## config.mk

```make
export PLATFORM = sky130hd
export DESIGN_NAME = cpuTop
export DESIGN_NICKNAME = d
export VERILOG_FILES = /design/src/design/cpuPkg.sv /design/src/design/registerFile.sv /design/src/design/decodeUnit.sv /design/src/design/executeUnit.sv /design/src/design/memoryArbiter.sv /design/src/design/unifiedMemory.sv /design/src/design/pipelineCore.sv /design/src/design/cpuTop.sv
export SDC_FILE = /design/constraint.sdc
export NUM_CORES = 2
export LEC_CHECK = 0
export BUFFER_PORTS_ARGS = -buffer_cell sky130_fd_sc_hd__buf_2
export CAP_MARGIN = 20
export CORE_MARGIN = 2
export CORE_UTILIZATION = 50
export CTS_CLUSTER_DIAMETER = 60
export CTS_CLUSTER_SIZE = 16
export DETAILED_ROUTE_END_ITERATION = 6
export PLACE_DENSITY = 0.65
export SLEW_MARGIN = 25
export SYNTH_ARGS = -nofsm -noshare
export SYNTH_HDL_FRONTEND = slang
export SYNTH_HIERARCHICAL = 1
export SYNTH_SLANG_ARGS = --single-unit
```

## constraint.sdc

```tcl
create_clock -name Clock -period 6.8 [get_ports Clock]
set_clock_uncertainty 0.15 [all_clocks]
set_input_delay 2.04 -clock Clock [delete_from_list [all_inputs] [get_ports Clock]]
set_output_delay 2.04 -clock Clock [all_outputs]
set_load 0.05 [all_outputs]
```

## src/design/cpuPkg.sv

```systemverilog
// word-sized struct fields are fixed at 16 bits, so every WordWidth parameter must stay 16
`default_nettype none

package cpuPkg;

    typedef enum logic [2:0] {
        opMov    = 3'd0,
        opMvtOrB = 3'd1,
        opAdd    = 3'd2,
        opSub    = 3'd3,
        opLd     = 3'd4,
        opSt     = 3'd5,
        opAnd    = 3'd6,
        opHalt   = 3'd7
    } opcodeT;

    typedef enum logic [1:0] {
        aluPass = 2'd0,
        aluAdd  = 2'd1,
        aluSub  = 2'd2,
        aluAnd  = 2'd3
    } aluOpT;

    // instruction word as it sits in memory, bit 15 first
    typedef struct packed {
        opcodeT     opcode;
        logic       useImm;
        logic [2:0] rX;
        logic [8:0] imm;        // rY is the low three bits when useImm is clear
    } instrT;

    typedef struct packed {
        logic        valid;
        logic        write;
        logic [15:0] addr;
        logic [15:0] data;
    } memReqT;

    typedef struct packed {
        opcodeT     opcode;
        logic [2:0] rX;
        logic [2:0] rY;
        logic       useImm;
        logic [8:0] imm;
        aluOpT      aluOp;
        logic       isLoad;
        logic       isStore;
        logic       isBranch;
        logic       isMvt;
        logic       isHalt;
        logic       writesReg;
        logic       readsRy;
    } decodedT;

    typedef struct packed {
        logic        valid;
        decodedT     dec;
        logic [15:0] pc;        // address of this instruction
        logic [15:0] op1;       // rX value, also the store data
        logic [15:0] op2;       // immediate or rY, also the memory address
        logic [15:0] result;
    } stageT;

endpackage

`default_nettype wire

```

## src/design/registerFile.sv

```systemverilog
// eight registers cleared by reset; r7 is never written because decode drops its write flag
`timescale 1ns/1ps
`default_nettype none

module registerFile #(
    parameter int WordWidth = 16
) (
    input  logic                 Clock,
    input  logic                 Reset,
    input  logic [2:0]           readAddrA,
    input  logic [2:0]           readAddrB,
    output logic [WordWidth-1:0] readDataA,
    output logic [WordWidth-1:0] readDataB,
    input  logic                 writeEnable,
    input  logic [2:0]           writeAddr,
    input  logic [WordWidth-1:0] writeData
);

    logic [WordWidth-1:0] regs [8];

    always_ff @(posedge Clock or posedge Reset) begin
        if (Reset) begin
            for (int i = 0; i < 8; i++) begin
                regs[i] <= '0;
            end
        end else if (writeEnable) begin
            regs[writeAddr] <= writeData;
        end
    end

    // write-through lets decode read a value in the same cycle writeback stores it
    assign readDataA = (writeEnable && writeAddr == readAddrA) ? writeData : regs[readAddrA];
    assign readDataB = (writeEnable && writeAddr == readAddrB) ? writeData : regs[readAddrB];

endmodule

`default_nettype wire

```

## src/design/decodeUnit.sv

```systemverilog
// purely combinational; decodes whatever word is presented, the caller qualifies it with valid
`timescale 1ns/1ps
`default_nettype none

module decodeUnit #(
    parameter int WordWidth = 16
) (
    input  logic [WordWidth-1:0] instr,
    output cpuPkg::decodedT      decoded
);

    cpuPkg::instrT fields;

    assign fields = cpuPkg::instrT'(instr);

    always_comb begin
        decoded         = '0;
        decoded.opcode  = fields.opcode;
        decoded.rX      = fields.rX;
        decoded.rY      = fields.imm[2:0];
        decoded.useImm  = fields.useImm;
        decoded.imm     = fields.imm;
        decoded.aluOp   = cpuPkg::aluPass;
        decoded.readsRy = !fields.useImm;   // most classes take op2 from rY
        case (fields.opcode)
            cpuPkg::opMov: begin
                decoded.writesReg = 1'b1;
            end
            cpuPkg::opMvtOrB: begin
                decoded.isMvt     = fields.useImm;   // flag set means mvt
                decoded.isBranch  = !fields.useImm;
                decoded.writesReg = fields.useImm;
                decoded.readsRy   = 1'b0;
            end
            cpuPkg::opAdd: begin
                decoded.aluOp     = cpuPkg::aluAdd;
                decoded.writesReg = 1'b1;
            end
            cpuPkg::opSub: begin
                decoded.aluOp     = cpuPkg::aluSub;
                decoded.writesReg = 1'b1;
            end
            cpuPkg::opAnd: begin
                decoded.aluOp     = cpuPkg::aluAnd;
                decoded.writesReg = 1'b1;
            end
            cpuPkg::opLd: begin
                decoded.isLoad    = 1'b1;
                decoded.writesReg = 1'b1;
            end
            cpuPkg::opSt: begin
                decoded.isStore = 1'b1;
            end
            default: begin
                decoded.isHalt  = 1'b1;
                decoded.readsRy = 1'b0;
            end
        endcase
        if (fields.rX == 3'd7) begin
            decoded.writesReg = 1'b0;       // r7 mirrors the PC
        end
    end

endmodule

`default_nettype wire

```

## src/design/executeUnit.sv

```systemverilog
// combinational ALU; branch target is the instruction's own address plus one plus offset
`timescale 1ns/1ps
`default_nettype none

module executeUnit #(
    parameter int WordWidth = 16
) (
    input  cpuPkg::stageT        stageIn,
    output logic [WordWidth-1:0] result,
    output logic                 branchTaken,
    output logic [WordWidth-1:0] branchTarget
);

    logic [WordWidth-1:0] offset;

    assign offset = {{(WordWidth-9){stageIn.dec.imm[8]}}, stageIn.dec.imm};

    always_comb begin
        case (stageIn.dec.aluOp)
            cpuPkg::aluAdd: result = stageIn.op1 + stageIn.op2;
            cpuPkg::aluSub: result = stageIn.op1 - stageIn.op2;
            cpuPkg::aluAnd: result = stageIn.op1 & stageIn.op2;
            default:        result = stageIn.op2;           // mov, and the ld/st address
        endcase
        if (stageIn.dec.isMvt) begin
            result = {stageIn.dec.imm[7:0], {(WordWidth-8){1'b0}}};  // low byte cleared
        end
    end

    assign branchTaken  = stageIn.valid && stageIn.dec.isBranch;
    assign branchTarget = stageIn.pc + 1'b1 + offset;

endmodule

`default_nettype wire

```

## src/design/memoryArbiter.sv

```systemverilog
// data peer always wins; a peer must hold its request until granted, reads return next cycle
`timescale 1ns/1ps
`default_nettype none

module memoryArbiter #(
    parameter int WordWidth = 16
) (
    input  logic                 Clock,
    input  logic                 Reset,
    input  cpuPkg::memReqT       fetchReq,
    input  cpuPkg::memReqT       dataReq,
    output logic                 fetchGrant,
    output logic                 dataGrant,
    output logic                 fetchRsp,
    output logic                 dataRsp,
    output cpuPkg::memReqT       memReq,
    input  logic [WordWidth-1:0] memRdata,
    output logic [WordWidth-1:0] readData
);

    logic rspFetchQ;    // owner of the read now in the memory output register
    logic rspDataQ;

    assign dataGrant  = dataReq.valid;
    assign fetchGrant = fetchReq.valid && !dataReq.valid;
    assign memReq     = dataReq.valid ? dataReq : fetchReq;

    always_ff @(posedge Clock or posedge Reset) begin
        if (Reset) begin
            rspFetchQ <= 1'b0;
            rspDataQ  <= 1'b0;
        end else begin
            rspFetchQ <= fetchGrant && !fetchReq.write;
            rspDataQ  <= dataGrant && !dataReq.write;
        end
    end

    assign fetchRsp = rspFetchQ;
    assign dataRsp  = rspDataQ;
    assign readData = memRdata;       // both peers share the bus, the strobes tell them apart

    assert property (@(posedge Clock) disable iff (Reset) !(fetchGrant && dataGrant));

endmodule

`default_nettype wire

```

## src/design/unifiedMemory.sv

```systemverilog
// single port, contents undefined until loaded; addresses wrap at MemDepth
`timescale 1ns/1ps
`default_nettype none

module unifiedMemory #(
    parameter int WordWidth = 16,
    parameter int MemDepth  = 256
) (
    input  logic                 Clock,
    input  cpuPkg::memReqT       memReq,
    output logic [WordWidth-1:0] rdata
);

    localparam int AddrBits = $clog2(MemDepth);

    logic [WordWidth-1:0] mem [MemDepth];
    logic [AddrBits-1:0]  index;

    assign index = memReq.addr[AddrBits-1:0];

    always_ff @(posedge Clock) begin
        if (memReq.valid && memReq.write) begin
            mem[index] <= memReq.data;
        end
        if (memReq.valid && !memReq.write) begin
            rdata <= mem[index];        // registered read, one cycle latency
        end
    end

endmodule

`default_nettype wire

```

## src/design/pipelineCore.sv

```systemverilog
// no forwarding, so dependents wait in decode; reads of in-flight memory responses continue while Enable is low
`timescale 1ns/1ps
`default_nettype none

module pipelineCore #(
    parameter int WordWidth = 16
) (
    input  logic                 Clock,
    input  logic                 Reset,
    input  logic                 Enable,
    output cpuPkg::memReqT       fetchReq,
    output cpuPkg::memReqT       dataReq,
    input  logic                 fetchGrant,
    input  logic                 dataGrant,
    input  logic                 fetchRsp,
    input  logic                 dataRsp,
    input  logic [WordWidth-1:0] readData,
    output logic                 halted
);

    logic [WordWidth-1:0] pc;
    logic                 dValid;
    logic [WordWidth-1:0] dPc;
    logic [WordWidth-1:0] dHeld;        // instruction kept while decode stalls
    logic [WordWidth-1:0] dInstr;
    logic [WordWidth-1:0] pcMirror;
    cpuPkg::decodedT      dDec;
    cpuPkg::stageT        dStage;
    cpuPkg::stageT        eReg;
    cpuPkg::stageT        mReg;
    cpuPkg::stageT        wReg;
    logic [WordWidth-1:0] rdA;
    logic [WordWidth-1:0] rdB;
    logic [WordWidth-1:0] exResult;
    logic [WordWidth-1:0] branchTarget;
    logic                 branchTaken;
    logic                 flush;
    logic                 hazard;
    logic                 mStall;
    logic                 dAdvance;
    logic                 haltSeen;     // a halt has left decode, fetch stops for good
    logic                 mGranted;     // load granted, response not yet back
    logic                 mRspSeen;     // load response caught while frozen
    logic [WordWidth-1:0] mData;
    logic [WordWidth-1:0] loadData;

    function automatic logic writesTo(cpuPkg::stageT s, logic [2:0] r);
        return s.valid && s.dec.writesReg && s.dec.rX == r;
    endfunction

    assign dInstr   = fetchRsp ? readData : dHeld;
    assign pcMirror = dPc + 1'b1;

    decodeUnit #(.WordWidth(WordWidth)) i_decodeUnit (
        .instr   (dInstr),
        .decoded (dDec)
    );

    registerFile #(.WordWidth(WordWidth)) i_registerFile (
        .Clock       (Clock),
        .Reset       (Reset),
        .readAddrA   (dDec.rX),
        .readAddrB   (dDec.rY),
        .readDataA   (rdA),
        .readDataB   (rdB),
        .writeEnable (wReg.valid && wReg.dec.writesReg),
        .writeAddr   (wReg.dec.rX),
        .writeData   (wReg.result)
    );

    executeUnit #(.WordWidth(WordWidth)) i_executeUnit (
        .stageIn      (eReg),
        .result       (exResult),
        .branchTaken  (branchTaken),
        .branchTarget (branchTarget)
    );

    // writeback needs no check thanks to register file write-through
    assign hazard = dValid && (writesTo(eReg, dDec.rX) || writesTo(mReg, dDec.rX) ||
                    (dDec.readsRy && (writesTo(eReg, dDec.rY) || writesTo(mReg, dDec.rY))));
    assign mStall = mReg.valid && ((mReg.dec.isStore && !dataGrant) ||
                    (mReg.dec.isLoad && !(dataRsp || mRspSeen)));
    assign loadData = dataRsp ? readData : mData;
    assign flush    = branchTaken && !mStall;
    assign dAdvance = dValid && !hazard && !mStall;

    always_comb begin
        dStage       = '0;
        dStage.valid = dAdvance && !flush;
        dStage.dec   = dDec;
        dStage.pc    = dPc;
        dStage.op1   = (dDec.rX == 3'd7) ? pcMirror : rdA;
        if (dDec.useImm) begin
            dStage.op2 = {{(WordWidth-9){1'b0}}, dDec.imm};
        end else begin
            dStage.op2 = (dDec.rY == 3'd7) ? pcMirror : rdB;
        end
    end

    always_comb begin
        fetchReq       = '0;
        fetchReq.valid = Enable && !haltSeen && !flush && !(dValid && dDec.isHalt) &&
                         (!dValid || dAdvance);
        fetchReq.addr  = pc;
        dataReq        = '0;
        dataReq.valid  = Enable && mReg.valid && (mReg.dec.isLoad || mReg.dec.isStore) &&
                         !mGranted;
        dataReq.write  = mReg.dec.isStore;
        dataReq.addr   = mReg.result;
        dataReq.data   = mReg.op1;
    end

    always_ff @(posedge Clock or posedge Reset) begin
        if (Reset) begin
            pc       <= '0;
            dValid   <= 1'b0;
            eReg     <= '0;
            mReg     <= '0;
            wReg     <= '0;
            haltSeen <= 1'b0;
            halted   <= 1'b0;
            mGranted <= 1'b0;
        end else if (Enable) begin
            if (flush) begin
                pc     <= branchTarget;
                dValid <= 1'b0;
            end else if (fetchGrant) begin
                pc     <= pc + 1'b1;
                dValid <= 1'b1;
            end else if (dAdvance) begin
                dValid <= 1'b0;
            end
            if (dStage.valid && dDec.isHalt) begin
                haltSeen <= 1'b1;
            end
            if (!mStall) begin
                eReg        <= dStage;
                mReg        <= eReg;
                mReg.result <= exResult;
                wReg        <= mReg;
                if (mReg.dec.isLoad) begin
                    wReg.result <= loadData;
                end
                if (mReg.valid && mReg.dec.isHalt) begin
                    halted <= 1'b1;
                end
                mGranted <= 1'b0;
            end else begin
                wReg.valid <= 1'b0;                 // bubble behind the waiting access
                if (dataGrant) begin
                    mGranted <= 1'b1;
                end
            end
        end
    end

    always_ff @(posedge Clock or posedge Reset) begin
        if (Reset) begin
            mRspSeen <= 1'b0;
        end else if (Enable && !mStall) begin
            mRspSeen <= 1'b0;
        end else if (dataRsp) begin
            mRspSeen <= 1'b1;
        end
    end

    always_ff @(posedge Clock) begin
        dHeld <= dInstr;
        mData <= loadData;
        if (Enable && fetchGrant) begin
            dPc <= pc;
        end
    end

    // execute keeps its instruction while memory waits on the arbiter
    assert property (@(posedge Clock) disable iff (Reset)
        Enable && mStall && eReg.valid |=> eReg.valid && eReg.pc == $past(eReg.pc));

    assert property (@(posedge Clock) disable iff (Reset) halted |=> halted);

endmodule

`default_nettype wire

```

## src/design/cpuTop.sv

```systemverilog
// loader writes reach memory only while Enable is low, and Enable low also freezes the core
`timescale 1ns/1ps
`default_nettype none

module cpuTop #(
    parameter int WordWidth = 16,
    parameter int MemDepth  = 256
) (
    input  logic                 Clock,
    input  logic                 Reset,
    input  logic                 Enable,
    input  logic                 LoadWrite,
    input  logic [WordWidth-1:0] LoadAddr,
    input  logic [WordWidth-1:0] LoadData,
    output logic                 StoreStrobe,
    output logic [WordWidth-1:0] StoreAddr,
    output logic [WordWidth-1:0] StoreData,
    output logic                 Halted
);

    cpuPkg::memReqT       fetchReq;
    cpuPkg::memReqT       dataReq;
    cpuPkg::memReqT       arbReq;
    cpuPkg::memReqT       memReq;
    logic                 fetchGrant;
    logic                 dataGrant;
    logic                 fetchRsp;
    logic                 dataRsp;
    logic [WordWidth-1:0] memRdata;
    logic [WordWidth-1:0] readData;

    pipelineCore #(.WordWidth(WordWidth)) i_pipelineCore (
        .Clock      (Clock),
        .Reset      (Reset),
        .Enable     (Enable),
        .fetchReq   (fetchReq),
        .dataReq    (dataReq),
        .fetchGrant (fetchGrant),
        .dataGrant  (dataGrant),
        .fetchRsp   (fetchRsp),
        .dataRsp    (dataRsp),
        .readData   (readData),
        .halted     (Halted)
    );

    memoryArbiter #(.WordWidth(WordWidth)) i_memoryArbiter (
        .Clock      (Clock),
        .Reset      (Reset),
        .fetchReq   (fetchReq),
        .dataReq    (dataReq),
        .fetchGrant (fetchGrant),
        .dataGrant  (dataGrant),
        .fetchRsp   (fetchRsp),
        .dataRsp    (dataRsp),
        .memReq     (arbReq),
        .memRdata   (memRdata),
        .readData   (readData)
    );

    always_comb begin
        memReq = arbReq;
        if (!Enable) begin
            memReq.valid = LoadWrite;   // loader owns the port while frozen
            memReq.write = 1'b1;
            memReq.addr  = LoadAddr;
            memReq.data  = LoadData;
        end
    end

    unifiedMemory #(.WordWidth(WordWidth), .MemDepth(MemDepth)) i_unifiedMemory (
        .Clock  (Clock),
        .memReq (memReq),
        .rdata  (memRdata)
    );

    // store trace taps the granted data request
    assign StoreStrobe = dataGrant && dataReq.write;
    assign StoreAddr   = dataReq.addr;
    assign StoreData   = dataReq.data;

endmodule

`default_nettype wire

```

# ---- After elaboration in Yosys (flattened, before gate mapping)
# Memory sizes are Yosys's and may differ from the RTL's. A register that Yosys moved wholly into a read port is not among the register bits.
# Cells that the tools add are included.
dict set report word_totals {
  reg_bits 329
  inputBits 36
  out_inout_bits 34
  memories 1
  ramBits 4096
  elab_cells 188
}
# name depth word_bits read_ports rd_clocked_by_memory_dff wr line
set mem_list {}
lappend mem_list {i_unifiedMemory.mem 256 16 1 1 1 unifiedMemory.sv:16} ;# logic [WordWidth-1:0] mem [MemDepth];
dict set report op_classes {
  addsub 6
  n_eq_ne 18
  n_lt_le_gt_ge 4
  mux 41
  bitwise_logic 5
  reduce_logical 69
}
# op n
set op_table {}
lappend op_table {{2-to-1 mux 16 bit} 16}
lappend op_table {{bitwise mux 128 bit} 1}
lappend op_table {{binary-select mux 16 bit (select 3 bit)} 2}
lappend op_table {{2-to-1 mux 34 bit} 2}
lappend op_table {{adder 16 x 1 -> 16 bit (second input constant)} 3}
lappend op_table {{demux 16 bit (select 3 bit)} 1}
lappend op_table {{case mux 16 bit (3 select lines)} 1}
lappend op_table {{logical AND 1 bit} 37}
lappend op_table {{adder 16 bit} 2}
lappend op_table {{equality test 3 bit} 6}
lappend op_table {{bitwise AND 16 bit} 1}
lappend op_table {{subtractor 16 bit} 1}
lappend op_table {{equality test 3 bit (second input constant)} 5}
lappend op_table {{2-to-1 mux 1 bit} 15}
lappend op_table {{>= comparator 4 bit (second input constant)} 3}
lappend op_table {{zero test 1 bit} 12}
lappend op_table {{inverter 3 -> 4 bit} 3}
lappend op_table {{AND reduction 2 bit} 5}
lappend op_table {{logical OR 1 bit} 7}
lappend op_table {{OR reduction 7 bit} 1}
lappend op_table {{equality test 3 x 2 -> 1 bit (second input constant)} 2}
lappend op_table {{case mux 2 bit (3 select lines)} 1}
lappend op_table {{OR reduction 6 bit} 1}
lappend op_table {{OR reduction 5 bit} 1}
lappend op_table {{12 further kinds} 14}

# ---- Longest topological paths before layout
dict set report depth {
  ltp_word 18
  depth_mapped 18
  ltp_nobuf 15
}

# ---- Modules after synthesis
# Netlist, hierarchy kept.
# mod seq_area_each_um2 instances area_per_inst_um2 cells_per_inst
set modules_own_cells {}
lappend modules_own_cells {unifiedMemory 123478.4 1 155236.4 6705}
lappend modules_own_cells {pipelineCore 5099.9 1 9267.6 980}
lappend modules_own_cells {registerFile 3203.1 1 7504.7 453}
lappend modules_own_cells {executeUnit 0.0 1 2239.6 336}
lappend modules_own_cells {memoryArbiter 50.0 1 739.5 61}
lappend modules_own_cells {cpuTop 0.0 1 564.3 39}
lappend modules_own_cells {decodeUnit 0.0 1 274.0 34}

# ---- Worst setup path after synthesis
# OpenSTA, ideal clock, no wires.
dict set report synth_timing {
  kind {input -> register}
  startpoint {input port Enable}
  endpoint {memory i_unifiedMemory.mem[117][0] (enable)}
  path_slack_ns 0.749
  setup_time_ns 0.388
  required_time_ns 6.262
  cell_stages 14
  arrival_time_ns 5.513
  n_path_buf 7
  path_cell_list {clkbuf_1 nand2_1 nor3_1 buf_6 buf_12 mux2_4 mux2_4 clkbuf_1 buf_2 buf_2 nor3b_1 nand2_1 clkbuf_1 nor2_1}
}
# item line
set synth_rtl {}
lappend synth_rtl {{start: declaration} cpuTop.sv:11} ;# input logic Enable,
lappend synth_rtl {{end: declaration} unifiedMemory.sv:16}

==> qor.csv <==
stage,metric,value,unit
timing,rsz0062_at_grt,no,
detailed_routing,drt_iter0_drc,12184,
setup_path,r2r_start,i_memoryArbiter/fetchRsp,
floorplan,core_area,349000,µm²
pwr,power.leakage,63.1,nW
hold_path,hp-start,i_pipelineCore/eReg[68],
placed_design,placed_cells,13219,
clock_network,post_cts_resized,0,
global_route,grt_overflow_total,0,
detailed_routing,drc,0,
clock_network,cts_tree,done,
setup_path,r2r_end,i_unifiedMemory/mem[70][7],
final_layout,fin_area,195000,µm²
final_layout,utilization,55.8,%
global_route,grt_pass1_wl,639000,µm
global_route,antenna_found_initial,18,
setup_path,endpoint_kind,register,
setup_path,r2r_cells,18,
pwr,p_switching,21.3,mW
setup_path,cp_data_arrival_time,6.39,ns
final_layout,stdcell_count,13743,
placed_design,dp_hpwl,268000,µm
setup_path,critPathKind,input port to register,
pwr,power.total,69.9,mW
placed_design,port-buffer-count,61,
clock_network,h-tree-depth,5,
run_status,status,finished clean,
detailed_routing,postRouteAntennaNets,0,
placed_design,gp_congestion,0.864,
pwr,irDropWorstVdd,0.000309,V
floorplan,die_area,355000,µm²
global_route,grt_pass1_vias,87583,
setup_path,critPathMaxFanout,44,
detailed_routing,via_count,88258,
timing,fin_tns_setup,0,ns
detailed_routing,wl_per_cell,32.4,µm
floorplan,die_w,596,µm
hold_path,holdPathStages,2,
detailed_routing,first_pass_iters,5,
timing,finalCritPeriodShare,87.0,%
pwr,p_int,48.6,mW
clock_network,cts.sinks,4441,
synthesis,syn_avg_cell_area,20.5,µm²
pwr,clockPowerShare,28.2,%
pwr,power_density,359,nW/µm²
floorplan,num_io_pins,70,
detailed_routing,wirelength,445000,µm
global_route,grtUsageTotal,24.9,%
timing,tightest_slew,1.16,ns
setup_path,regToRegSetupSlack,1.35,ns
floorplan,dieHeight,596,µm
clock_network,cts_buffers,346,
hold_path,whs_endpoint,i_pipelineCore/eReg[68],
setup_path,start_kind,input port,
pwr,p_sw_share,30.5,%
final_layout,drive_above_1_share,27.7,%
final_layout,layout.nets,9048,
clock_network,cts_root_buffer,clkbuf_16,
timing,hold_violations,0,
clock_network,clk_pin_slew_worst_paths,0.07,ns
synthesis,yosysWarnings,6,
floorplan,row_count,217,
timing,setup-violations-final,0,
detailed_routing,via_per_inst,6.42,
timing,drv_slew,0,
clock_network,clockBufferDepth,4,
pwr,comb_power_share,25.8,%
timing,max_slew_margin,22.7,%
global_route,grt_max_degree,140,
pwr,seqPwrFrac,46.0,%
run,drv_cap,0,
placed_design,dpl_cell_area,184000,µm²
clock_network,clk_latency,0.97,ns
synthesis,synth_area,175000,µm²
setup_path,required,7.27,ns
floorplan,start_util,50.2,%
hold_path,hold_class,register to register,
final_layout,areaGrowthSynthToFinish,11.1,%
timing,period_needed,5.92,ns
clock_network,postCtsHoldBufs,0,
synthesis,syn_inst,8557,
clock_network,cts_setup_buffers,0,
timing,fmax,169,MHz
-- layer usage --
layer / global-route usage, % / share of wire (%)
met5: 0 / 0.015
met4: 8.43 / 3.8
met3: 4.33 / 9.5
met2: 38.4 / 47
met1: 36.4 / 40
-- how the worst max path moves through the flow --
stage / startpoint / end / slack [ns]
3_5_place_dp: Enable / i_unifiedMemory/rdata[7] / 0.07
2_1_floorplan: Reset / i_pipelineCore/dValid / 0.55
4_1_cts: Enable / i_unifiedMemory/rdata[7] / 1.07
5_1_grt: Enable / i_unifiedMemory/mem[70][15] / 0.72
6_report: Enable / i_unifiedMemory/mem[70][7] / 0.88
3_3_place_gp: Enable / i_unifiedMemory/rdata[7] / 0.10
-- metrics by stage --
stage | hold slack, ns | setup slack (ns)
floorplan | 0.287 | 0.545
global placement | 0.304 | 0.105
detailed placement | 0.309 | 0.0717
CTS | 0.325 | 1.07
global route | 0.345 | 0.718
finish | 0.328 | 0.881
-- flip-flops by register name, indices dropped and copies added (netlist names), 7 cells and up --
signal	cells
i_unifiedMemory/rdata	16
i_pipelineCore/wReg	21
i_pipelineCore/dHeld	16
i_pipelineCore/mData	16
i_pipelineCore/pc	16
i_pipelineCore/i_registerFile/regs	128
i_pipelineCore/dataReq	33
i_pipelineCore/mReg	7
i_pipelineCore/eReg	69
i_unifiedMemory/mem	4096
i_pipelineCore/dPc	16
-- cell type report --
class / count / area, µm²
diodes: 9 / 22.5
clock buffers: 392 / 8970
clock inverters: 118 / 1520
fillers: 25745 / 154000
inverters: 34 / 138
multi-input cells: 3479 / 40900
flip-flops and latches: 4441 / 132000
well taps: 4599 / 5750
repair buffers: 671 / 5710
-- power groups by stage --
stage / Sequential [mW] / Clock (mW) / Combinational (mW)
2_1_floorplan: 32.3 / 0 / 12.1
3_3_place_gp: 32.7 / 0 / 17.8
3_5_place_dp: 32.8 / 0 / 18.0
4_1_cts: 32.2 / 20.1 / 18.0
5_1_grt: 32.3 / 21.0 / 19.0
6_report: 32.2 / 19.7 / 18.0
-- critical path, stage by stage --
cell,delay (ns)
buf_2,0.14
buf_4,0.16
buf_4,0.63
inv_1,0.14
nor4_1,0.59
or2_2,0.21
mux2_2,0.28
nand2_1,0.22
nor3b_1,0.25
buf_4,0.18
nand2_2,0.32
buf_4,0.34
buf_4,0.22
nor2_1,0.26
buf_4,0.34
-- cells in the final DEF (no fill, tap or decap), drive strengths merged, types with 28 or more instances in the layout --
master,n
a22oi,517
nor2,345
edfxtp,4128
mux4,1088
a21oi,328
clkinv,62
nand2,368
buf,671
o21ai,76
clkbuf,392
nand4,29
ha,37
dfrtp,281
mux2,277
o41ai,71
dfxtp,32
nand3,28
inv,65
xor2,32
xnor2,43
mux2i,29
Power figures use the tool's default switching activity.
